### config.mk
export PLATFORM = sky130hd
export DESIGN_NAME = loader_top
export DESIGN_NICKNAME = d
export VERILOG_FILES = /design/src/hdl/loader_pkg.sv /design/src/hdl/mem_pkg.sv /design/src/hdl/image_parser.sv /design/src/hdl/write_queue.sv /design/src/hdl/slot_writer.sv /design/src/hdl/loader_top.sv
export VERILOG_INCLUDE_DIRS = /design/src /design/src/hdl
export SDC_FILE = /design/constraint.sdc
export NUM_CORES = 1
export LEC_CHECK = 0
export CAP_MARGIN = 20
export CORE_MARGIN = 4
export CORE_UTILIZATION = 50
export DETAILED_ROUTE_END_ITERATION = 7
export DONT_BUFFER_PORTS = 1
export PLACE_DENSITY = 0.63
export SLEW_MARGIN = 15
export SYNTH_ARGS = -nofsm -noshare
export SYNTH_HDL_FRONTEND = slang
export SYNTH_HIERARCHICAL = 1
export SYNTH_SLANG_ARGS = --single-unit
### constraint.sdc
create_clock -name clk_sys -period 10.87 [get_ports clk_sys]
set_clock_uncertainty 0.1 [all_clocks]
set_input_delay 1.087 -clock clk_sys [delete_from_list [all_inputs] [get_ports clk_sys]]
set_output_delay 1.087 -clock clk_sys [all_outputs]
set_load 0.01 [all_outputs]
### src/hdl/loader_cfg.svh
// Loader widths, host file indexes, cartridge header offsets and fixed addresses
`ifndef LOADER_CFG_SVH
`define LOADER_CFG_SVH

// ==============================
// Bus widths
// ==============================
`define LDR_ADDR_W 25
`define LDR_DATA_W 8

// Host file indexes
`define LDR_IDX_PRG 4
`define LDR_IDX_CRT 5

// ==============================
// Cartridge image layout
// ==============================
`define LDR_CRT_BASE 'h100000
`define LDR_CRT_ID_HI 'h16
`define LDR_CRT_ID_LO 'h17
`define LDR_CRT_EXROM 'h18
`define LDR_CRT_GAME 'h19
`define LDR_CRT_PKT_START 'h40
`define LDR_BANK_ALIGN_BITS 13
`define LDR_CHIP_HDR_LEN 16

// Walk over page zero ends here
`define LDR_MEMINIT_END 'h100

// Pending writes ahead of the memory slot
`define LDR_QUEUE_DEPTH 4

`endif

### src/hdl/loader_pkg.sv
// Types of the host download stream and of the cartridge bank records
`include "loader_cfg.svh"

package loader_pkg;

	// ==============================
	// Host download stream
	// ==============================

	// Index of the file kind, held for the whole download
	typedef logic [7:0] file_idx_t;

	// Byte offset inside the file
	typedef logic [`LDR_ADDR_W-1:0] file_addr_t;

	// ==============================
	// Cartridge records
	// ==============================

	// Big-endian header field
	// Used for the cartridge id and the bank number, load address and size
	typedef logic [15:0] word16_t;

	// Chip type of a packet (ROM, RAM, flash)
	typedef logic [7:0] bank_type_t;

	// Raw exrom and game bytes of the file header
	typedef logic [7:0] flag_byte_t;

endpackage

### src/hdl/mem_pkg.sv
// Types of the system memory write path
`include "loader_cfg.svh"

package mem_pkg;

	// System memory address and byte
	typedef logic [`LDR_ADDR_W-1:0] mem_addr_t;
	typedef logic [`LDR_DATA_W-1:0] mem_data_t;

	// One write waiting for a memory slot
	typedef struct packed {
		mem_addr_t addr;
		mem_data_t data;
	} mem_wr_t;

endpackage

### src/hdl/image_parser.sv
// Program and cartridge stream parser with BASIC pointer writes after a program load
`timescale 1ns/1ps
`include "loader_cfg.svh"

module image_parser (
	input  logic                   clk_sys,
	input  logic                   reset_n,
	input  logic                   ioctl_download_i,
	input  loader_pkg::file_idx_t  ioctl_index_i,
	input  logic                   ioctl_wr_i,
	input  loader_pkg::file_addr_t ioctl_addr_i,
	input  mem_pkg::mem_data_t     ioctl_data_i,
	output logic                   ioctl_wait_o,
	input  logic                   full_i,
	output logic                   push_o,
	output mem_pkg::mem_addr_t     push_addr_o,
	output mem_pkg::mem_data_t     push_data_o,
	output loader_pkg::word16_t    cart_id_o,
	output loader_pkg::flag_byte_t cart_exrom_o,
	output loader_pkg::flag_byte_t cart_game_o,
	output logic                   cart_attached_o,
	output logic                   bank_hdr_wr_o,
	output loader_pkg::bank_type_t bank_type_o,
	output loader_pkg::word16_t    bank_num_o,
	output loader_pkg::word16_t    bank_laddr_o,
	output loader_pkg::word16_t    bank_size_o,
	output mem_pkg::mem_addr_t     bank_raddr_o
);

	localparam mem_pkg::mem_addr_t ALIGN_MASK =
		mem_pkg::mem_addr_t'((1 << `LDR_BANK_ALIGN_BITS) - 1);

	loader_pkg::file_idx_t  idx_q;
	loader_pkg::file_idx_t  cur_idx;
	logic                   old_download;
	logic                   dl_edge;
	logic                   dl_fall;
	logic                   load_prg;
	logic                   load_crt;
	logic                   byte_wr;

	mem_pkg::mem_addr_t     load_addr;
	mem_pkg::mem_addr_t     load_addr_aligned;
	loader_pkg::word16_t    end_addr;

	logic                   meminit;
	logic                   ptr_hit;
	mem_pkg::mem_data_t     ptr_data;

	logic [3:0]             hdr_cnt;
	logic [31:0]            blk_len;
	loader_pkg::bank_type_t hdr_type;
	loader_pkg::word16_t    hdr_num;
	loader_pkg::word16_t    hdr_laddr;
	mem_pkg::mem_data_t     hdr_size_hi;

	// Host pauses whenever the queue is nearly full
	assign ioctl_wait_o = full_i;

	// Index is still known in the cycle the download level falls
	assign cur_idx  = ioctl_download_i ? ioctl_index_i : idx_q;
	assign load_prg = (cur_idx == loader_pkg::file_idx_t'(`LDR_IDX_PRG));
	assign load_crt = (cur_idx == loader_pkg::file_idx_t'(`LDR_IDX_CRT));
	assign dl_edge  = (old_download != ioctl_download_i);
	assign dl_fall  = old_download & ~ioctl_download_i;
	assign byte_wr  = ioctl_wr_i & ioctl_download_i;

	// Round up to the next bank boundary, unchanged when already aligned
	assign load_addr_aligned = (load_addr + ALIGN_MASK) & ~ALIGN_MASK;

	// ==============================
	// BASIC pointer page
	// ==============================
	always_comb begin
		ptr_hit  = 1'b1;
		ptr_data = '0;
		case (load_addr)
			// Text start as after reset
			'h2B: ptr_data = 8'h01;
			'h2C: ptr_data = 8'h08;
			'hAC, 'hAD: ptr_data = 8'h00;
			// Variables, arrays, strings and load end all point past the program
			'h2D, 'h2F, 'h31, 'hAE: ptr_data = end_addr[7:0];
			'h2E, 'h30, 'h32, 'hAF: ptr_data = end_addr[15:8];
			default: ptr_hit = 1'b0;
		endcase
	end

	always_ff @(posedge clk_sys) begin
		if (!reset_n) begin
			idx_q           <= '0;
			old_download    <= 1'b0;
			push_o          <= 1'b0;
			bank_hdr_wr_o   <= 1'b0;
			cart_attached_o <= 1'b0;
			meminit         <= 1'b0;
			hdr_cnt         <= '0;
			blk_len         <= '0;
		end else begin
			old_download  <= ioctl_download_i;
			push_o        <= 1'b0;
			bank_hdr_wr_o <= 1'b0;
			if (ioctl_download_i) begin
				idx_q <= ioctl_index_i;
			end

			// ==============================
			// Program file
			// ==============================
			if (byte_wr && load_prg) begin
				if (ioctl_addr_i == 0) begin
					load_addr     <= mem_pkg::mem_addr_t'(ioctl_data_i);
					end_addr[7:0] <= ioctl_data_i;
				end else if (ioctl_addr_i == 1) begin
					load_addr[15:8] <= ioctl_data_i;
					end_addr[15:8]  <= ioctl_data_i;
				end else begin
					push_o      <= 1'b1;
					push_addr_o <= load_addr;
					push_data_o <= ioctl_data_i;
					load_addr   <= load_addr + 1'b1;
					end_addr    <= end_addr + 1'b1;
				end
			end

			// ==============================
			// Cartridge file
			// ==============================
			if (byte_wr && load_crt) begin
				if (ioctl_addr_i == 0) begin
					load_addr <= mem_pkg::mem_addr_t'(`LDR_CRT_BASE);
					blk_len   <= '0;
					hdr_cnt   <= '0;
				end
				if (ioctl_addr_i == `LDR_CRT_ID_HI) begin
					cart_id_o[15:8] <= ioctl_data_i;
				end
				if (ioctl_addr_i == `LDR_CRT_ID_LO) begin
					cart_id_o[7:0] <= ioctl_data_i;
				end
				if (ioctl_addr_i == `LDR_CRT_EXROM) begin
					cart_exrom_o <= ioctl_data_i;
				end
				if (ioctl_addr_i == `LDR_CRT_GAME) begin
					cart_game_o <= ioctl_data_i;
				end

				if (ioctl_addr_i >= `LDR_CRT_PKT_START) begin
					if (blk_len == 0 && hdr_cnt == 0) begin
						// First chip header byte, bank data starts on a fresh 8 KB page
						hdr_cnt   <= 4'd1;
						load_addr <= load_addr_aligned;
					end else if (hdr_cnt != 0) begin
						hdr_cnt <= hdr_cnt + 4'd1;
						case (hdr_cnt)
							4'd4: blk_len[31:24] <= ioctl_data_i;
							4'd5: blk_len[23:16] <= ioctl_data_i;
							4'd6: blk_len[15:8] <= ioctl_data_i;
							4'd7: blk_len[7:0] <= ioctl_data_i;
							// Packet length includes its own header
							4'd8: blk_len <= blk_len - `LDR_CHIP_HDR_LEN;
							4'd9: hdr_type <= ioctl_data_i;
							4'd10: hdr_num[15:8] <= ioctl_data_i;
							4'd11: hdr_num[7:0] <= ioctl_data_i;
							4'd12: hdr_laddr[15:8] <= ioctl_data_i;
							4'd13: hdr_laddr[7:0] <= ioctl_data_i;
							4'd14: hdr_size_hi <= ioctl_data_i;
							4'd15: begin
								bank_hdr_wr_o <= 1'b1;
								bank_type_o   <= hdr_type;
								bank_num_o    <= hdr_num;
								bank_laddr_o  <= hdr_laddr;
								bank_size_o   <= {hdr_size_hi, ioctl_data_i};
								bank_raddr_o  <= load_addr;
							end
							default: ;
						endcase
					end else begin
						blk_len     <= blk_len - 1'b1;
						push_o      <= 1'b1;
						push_addr_o <= load_addr;
						push_data_o <= ioctl_data_i;
						load_addr   <= load_addr + 1'b1;
					end
				end
			end

			// Attached once a cartridge download ends, detached when the next one starts
			if (dl_edge && load_crt) begin
				cart_attached_o <= old_download;
			end

			// Page walk after a program download
			if (dl_fall && load_prg) begin
				meminit   <= 1'b1;
				load_addr <= '0;
			end
			if (meminit) begin
				if (load_addr == `LDR_MEMINIT_END) begin
					meminit <= 1'b0;
				end else if (!ptr_hit || !full_i) begin
					push_o      <= ptr_hit;
					push_addr_o <= load_addr;
					push_data_o <= ptr_data;
					load_addr   <= load_addr + 1'b1;
				end
			end
		end
	end

endmodule

### src/hdl/write_queue.sv
// FIFO of pending memory writes with an early full level
`timescale 1ns/1ps
`include "loader_cfg.svh"

module write_queue #(
	parameter int DEPTH = `LDR_QUEUE_DEPTH
) (
	input  logic               clk_sys,
	input  logic               reset_n,
	input  logic               push_i,
	input  mem_pkg::mem_addr_t push_addr_i,
	input  mem_pkg::mem_data_t push_data_i,
	output logic               full_o,
	input  logic               pop_i,
	output logic               pop_valid_o,
	output mem_pkg::mem_addr_t pop_addr_o,
	output mem_pkg::mem_data_t pop_data_o
);

	localparam int PTR_W = (DEPTH > 1) ? $clog2(DEPTH) : 1;
	localparam int CNT_W = $clog2(DEPTH + 1);

	mem_pkg::mem_wr_t entries [DEPTH];
	mem_pkg::mem_wr_t head;
	logic [PTR_W-1:0] wr_ptr;
	logic [PTR_W-1:0] rd_ptr;
	logic [CNT_W-1:0] count;

	// Pointer wrap for any depth
	function automatic logic [PTR_W-1:0] next_ptr(input logic [PTR_W-1:0] ptr);
		if (ptr == PTR_W'(DEPTH - 1)) begin
			return '0;
		end
		return ptr + 1'b1;
	endfunction

	always_ff @(posedge clk_sys) begin
		if (push_i) begin
			entries[wr_ptr] <= '{addr: push_addr_i, data: push_data_i};
		end
	end

	always_ff @(posedge clk_sys) begin
		if (!reset_n) begin
			wr_ptr <= '0;
			rd_ptr <= '0;
			count  <= '0;
		end else begin
			if (push_i) begin
				wr_ptr <= next_ptr(wr_ptr);
			end
			if (pop_i) begin
				rd_ptr <= next_ptr(rd_ptr);
			end
			case ({push_i, pop_i})
				2'b10: count <= count + 1'b1;
				2'b01: count <= count - 1'b1;
				default: ;
			endcase
		end
	end

	assign head        = entries[rd_ptr];
	assign pop_valid_o = (count != '0);
	assign pop_addr_o  = head.addr;
	assign pop_data_o  = head.data;

	// Last free entry is kept for the push already in flight
	assign full_o = (count >= CNT_W'(DEPTH - 1));

endmodule

### src/hdl/slot_writer.sv
// Memory slot writer issuing one queued write per slot
`timescale 1ns/1ps

module slot_writer (
	input  logic               clk_sys,
	input  logic               reset_n,
	input  logic               io_cycle_i,
	input  logic               pop_valid_i,
	input  mem_pkg::mem_addr_t pop_addr_i,
	input  mem_pkg::mem_data_t pop_data_i,
	output logic               pop_o,
	output logic               mem_we_o,
	output mem_pkg::mem_addr_t mem_addr_o,
	output mem_pkg::mem_data_t mem_data_o
);

	logic io_cycle_q;
	logic slot_open;

	// Slot opens on the falling edge of the io cycle level
	assign slot_open = ~io_cycle_i & io_cycle_q;
	assign pop_o     = slot_open & pop_valid_i;

	always_ff @(posedge clk_sys) begin
		if (!reset_n) begin
			io_cycle_q <= 1'b0;
			mem_we_o   <= 1'b0;
		end else begin
			io_cycle_q <= io_cycle_i;
			mem_we_o   <= pop_o;
		end
	end

	// Head entry moves to the memory port together with the write pulse
	always_ff @(posedge clk_sys) begin
		if (pop_o) begin
			mem_addr_o <= pop_addr_i;
			mem_data_o <= pop_data_i;
		end
	end

endmodule

### src/hdl/loader_top.sv
// File loader top level with parser, write queue and slot writer
`timescale 1ns/1ps
`include "loader_cfg.svh"

module loader_top (
	input  logic                   clk_sys,
	input  logic                   reset_n,
	input  logic                   ioctl_download_i,
	input  loader_pkg::file_idx_t  ioctl_index_i,
	input  logic                   ioctl_wr_i,
	input  loader_pkg::file_addr_t ioctl_addr_i,
	input  mem_pkg::mem_data_t     ioctl_data_i,
	output logic                   ioctl_wait_o,
	input  logic                   io_cycle_i,
	output logic                   mem_we_o,
	output mem_pkg::mem_addr_t     mem_addr_o,
	output mem_pkg::mem_data_t     mem_data_o,
	output loader_pkg::word16_t    cart_id_o,
	output loader_pkg::flag_byte_t cart_exrom_o,
	output loader_pkg::flag_byte_t cart_game_o,
	output logic                   cart_attached_o,
	output logic                   bank_hdr_wr_o,
	output loader_pkg::bank_type_t bank_type_o,
	output loader_pkg::word16_t    bank_num_o,
	output loader_pkg::word16_t    bank_laddr_o,
	output loader_pkg::word16_t    bank_size_o,
	output mem_pkg::mem_addr_t     bank_raddr_o
);

	// Parser to queue
	logic               push;
	mem_pkg::mem_addr_t push_addr;
	mem_pkg::mem_data_t push_data;
	logic               full;

	// Queue to slot writer
	logic               pop;
	logic               pop_valid;
	mem_pkg::mem_addr_t pop_addr;
	mem_pkg::mem_data_t pop_data;

	image_parser i_parser (
		.clk_sys          (clk_sys),
		.reset_n          (reset_n),
		.ioctl_download_i (ioctl_download_i),
		.ioctl_index_i    (ioctl_index_i),
		.ioctl_wr_i       (ioctl_wr_i),
		.ioctl_addr_i     (ioctl_addr_i),
		.ioctl_data_i     (ioctl_data_i),
		.ioctl_wait_o     (ioctl_wait_o),
		.full_i           (full),
		.push_o           (push),
		.push_addr_o      (push_addr),
		.push_data_o      (push_data),
		.cart_id_o        (cart_id_o),
		.cart_exrom_o     (cart_exrom_o),
		.cart_game_o      (cart_game_o),
		.cart_attached_o  (cart_attached_o),
		.bank_hdr_wr_o    (bank_hdr_wr_o),
		.bank_type_o      (bank_type_o),
		.bank_num_o       (bank_num_o),
		.bank_laddr_o     (bank_laddr_o),
		.bank_size_o      (bank_size_o),
		.bank_raddr_o     (bank_raddr_o)
	);

	write_queue #(
		.DEPTH (`LDR_QUEUE_DEPTH)
	) i_queue (
		.clk_sys     (clk_sys),
		.reset_n     (reset_n),
		.push_i      (push),
		.push_addr_i (push_addr),
		.push_data_i (push_data),
		.full_o      (full),
		.pop_i       (pop),
		.pop_valid_o (pop_valid),
		.pop_addr_o  (pop_addr),
		.pop_data_o  (pop_data)
	);

	slot_writer i_writer (
		.clk_sys     (clk_sys),
		.reset_n     (reset_n),
		.io_cycle_i  (io_cycle_i),
		.pop_valid_i (pop_valid),
		.pop_addr_i  (pop_addr),
		.pop_data_i  (pop_data),
		.pop_o       (pop),
		.mem_we_o    (mem_we_o),
		.mem_addr_o  (mem_addr_o),
		.mem_data_o  (mem_data_o)
	);

endmodule

==> results.py <==
metrics = {
    "worst_setup_path": {
        "crit_path_cell_trace": "inv_1 > ha_1 > nor3b_4 > buf_4 > nand4_1 > or4_4 > and3_1 > and3_4 > buf_4",
        "crit_cells": 9,
        "crit_fanout": 57,
        "worst_path_max_delay_cell": "or4_4",
        "worstRegToRegCells": 9,
        "rrSetupSlack_ns": 6.70,
        "worstSetupStartpoint": "i_parser/hdr_cnt[0]",
        "crit_path_frequent_cell": "buf_4",
        "startpoint_type": "flop",
        "endpoint": "i_parser/bank_raddr_o[5]",
        "reg2reg_to": "i_parser/bank_raddr_o[5]",
        "rr_startpoint": "i_parser/hdr_cnt[0]",
        "cp.required_ns": 11.00,
        "critPathCaptureType": "flop",
        "crit_family": "simple AND/OR/NAND/NOR gates",
        "critical_path_class": "flop to flop",
        "cp.buffers_inverters": 3,
        "worst_path_largest_cell_delay_ns": 0.74,
        "cp.arrival_ns": 4.30,
    },
    "placed_design": {
        "port_buffers": 0,
        "globalplace.congestion": 0.948,
        "dpl.hpwl_um": 36000,
    },
    "grt": {
        "antenna_found_initial": 0,
        "grt_max_degree": 117,
        "grtUsageTotal_pct": 24.3,
        "grt_pass1_wl_um": 83100,
        "grt_pass1_vias": 13089,
        "grt_overflow": 0,
    },
    "cts": {
        "cts_tree": "built",
        "ctsHoldBuffers": 0,
        "cts_resized": 0,
        "root_buffer": "clkbuf_16",
        "clkLatencyLatePin_ns": 0.58,
        "post-cts-setup-buffers": 0,
        "numCtsBuffers": 48,
        "cts.clk_slew.worst_paths_ns": 0.07,
        "htree_levels": 2,
        "clk_path_buf_depth": 3,
        "cts.sinks": 460,
    },
    "sta": {
        "min_period_ns": 4.17,
        "fin_setup_tns_ns": 0,
        "tightest_slew_ns": 1.10,
        "slew_violations": 0,
        "max_slew_margin_pct": 26.3,
        "rsz0062_at_grt": "no",
        "hold_viol_final": 0,
        "setup_viol": 0,
        "max_freq_mhz": 240,
        "finalCritPeriodShare_pct": 38.3,
    },
    "layout": {
        "fin_nets": 1625,
        "syn_to_final_growth_pct": 9.85,
        "final_layout_size_suffix_gt1_share_pct": 11.1,
        "antenna_cells": 0,
    },
    "detailed_routing": {
        "drcViolationCount": 0,
        "wl_met3_um": 4620,
        "drt_iter0_markers": 1426,
        "met1_length_um": 23300,
        "top_layer_used": "met4",
        "ant_nets": 0,
        "viasPerCell": 6.39,
        "drt-total-wl_um": 54800,
        "first_pass_iters": 6,
        "vias": 13608,
        "wl_met2_um": 25500,
        "detail_route.wl_per_cell_um": 25.7,
    },
    "synthesis": {
        "yosys_register_bits": 460,
        "synthTopCellsByCount": "400 x edfxtp_1, 100 x nand2_1, 99 x nor2_1",
        "synth_fp_nets": 1638,
        "syn_avg_cell_area_sq_um": 13.2,
        "synth_cells": 1572,
        "yosysTopAreaCell": "edfxtp_1",
        "synth_top_area_share_pct": 57.9,
        "synth.cell_area_sq_um": 20700,
        "synthTopCellsByArea": "edfxtp_1 58%, dfxtp_1 5.8%, mux4_2 3.3%",
        "yosysMostFrequentCell": "edfxtp_1",
        "ys_types": 99,
        "ys.flop_type": "edfxtp_1",
        "async_reset_ff_share_pct": 0,
        "synth_edf_count": 400,
        "ys_seq_area_share_pct": 63.7,
        "ys_warn_count": 6,
    },
    "pwr": {
        "power_leakage_uw": 0.00748,
        "power-per-cell-area_nw_per_um2": 163,
        "total_power_uw": 3720,
        "ir_drop_v": 0.000124,
    },
    "run_status": {
        "outcome": "finished, final reports clean",
    },
    "die": {
        "io_pins": 196,
        "core-area_sq_um": 40900,
        "initial_core_util_pct": 50.7,
        "dieArea_sq_um": 44800,
        "die_x_um": 212,
        "placementRows": 74,
        "die_h_um": 212,
    },
    "min_path": {
        "hold_class": "flop to flop",
        "worstHoldStart": "i_parser/hdr_num[15]",
    },
    "job": {
        "maxCapViolations": 0,
    },
}
## worst min path at each step
stage | to | slack, ns | cells after the start
floorplan | i_parser/bank_laddr_o[0] | 0.30 | 0
global placement | i_parser/bank_type_o[0] | 0.30 | 0
detailed placement | i_parser/bank_laddr_o[11] | 0.30 | 0
CTS | i_parser/bank_num_o[15] | 0.32 | 0
global route | i_parser/bank_laddr_o[2] | 0.33 | 0
finish | i_parser/bank_num_o[15] | 0.31 | 0
## stage by stage
| step | hold slack, ns | area, sq um | util, % | worst slack (ns) | cells |
|---|---|---|---|---|---|
| detailed placement | 0.305 | 21100 | 51.6 | 6.33 | 2040 |
| global route | 0.327 | 22800 | 55.7 | 6.47 | 2130 |
| global placement | 0.301 | 21100 | 51.6 | 6.44 | 2038 |
| CTS | 0.318 | 22800 | 55.7 | 6.72 | 2129 |
| finish | 0.311 | 22800 | 55.7 | 6.70 | 2130 |
| floorplan | 0.300 | 20700 | - | 5.86 | 1572 |
## cell families after synthesis
family          after synthesis  share of synthesized area, %
flops                       460                          63.7
compound gates              352                          11.2
fa+ha+maj                    20                          1.24
buf+inv                     118                          2.77
mux                          77                          5.87
simple gates                484                          12.7
xor+xnor                     61                          2.58
## metal layers
layer  GRT usage [%]  vias to the layer above
met5               0                        -
met2            37.6                      677
met4            7.04                        0
li1                -                     6079
met1            34.9                     6751
met3            5.33                      101
## registers in the layout, indices dropped and copies added, names as in the netlist, 16 cells and up, named ones only
| signal | count |
|---|---|
| i_queue/entries | 132 |
| i_parser/bank_raddr_o | 25 |
| i_parser/hdr_num | 16 |
| i_parser/bank_size_o | 16 |
| i_parser/push_addr_o | 25 |
| i_writer/mem_addr_o | 25 |
| i_parser/bank_num_o | 16 |
| i_parser/end_addr | 16 |
| i_parser/hdr_laddr | 16 |
| i_parser/load_addr | 25 |
| i_parser/bank_laddr_o | 16 |
| i_parser/cart_id_o | 16 |
| i_parser/blk_len | 32 |
## cells in the final DEF, fill, tap and decap left out, types with 10 or more instances in the layout
cell         n
edfxtp_1   400
nand2_1    100
nor2_1      99
o21ai_0     74
a21oi_1     71
nand3_1     60
dfxtp_1     59
clkbuf_16   48
o22ai_1     42
nor3_1      36
xnor2_1     36
inv_1       30
nor2b_1     30
mux4_2      30
nor4_1      25
xor2_1      25
mux2i_1     25
buf_4       23
a22oi_1     21
and2_1      19
ha_1        19
nand4_1     17
and3_1      14
o21ai_1     12
mux2_1      12
or3_1       11
a31oi_1     11
and4_1      10
a211oi_1    10
o211ai_1    10
## where the power goes
part	switching [uW]	leakage (uW)	internal [uW]
logic	29.3	0.00262	26.9
registers	29.1	0.00407	1930
clock network	692	0.000789	1010
total	751	0.00748	2970
## area by class of cell
cell class,count,area [sq um]
inverter,30,113
tap,532,666
multi-input combinational,994,6970
sequential,460,13200
clock inverter,33,415
clock buffer,56,1230
fill,3319,18100
timing repair buffer,25,183
Power figures use the tool's default switching activity.
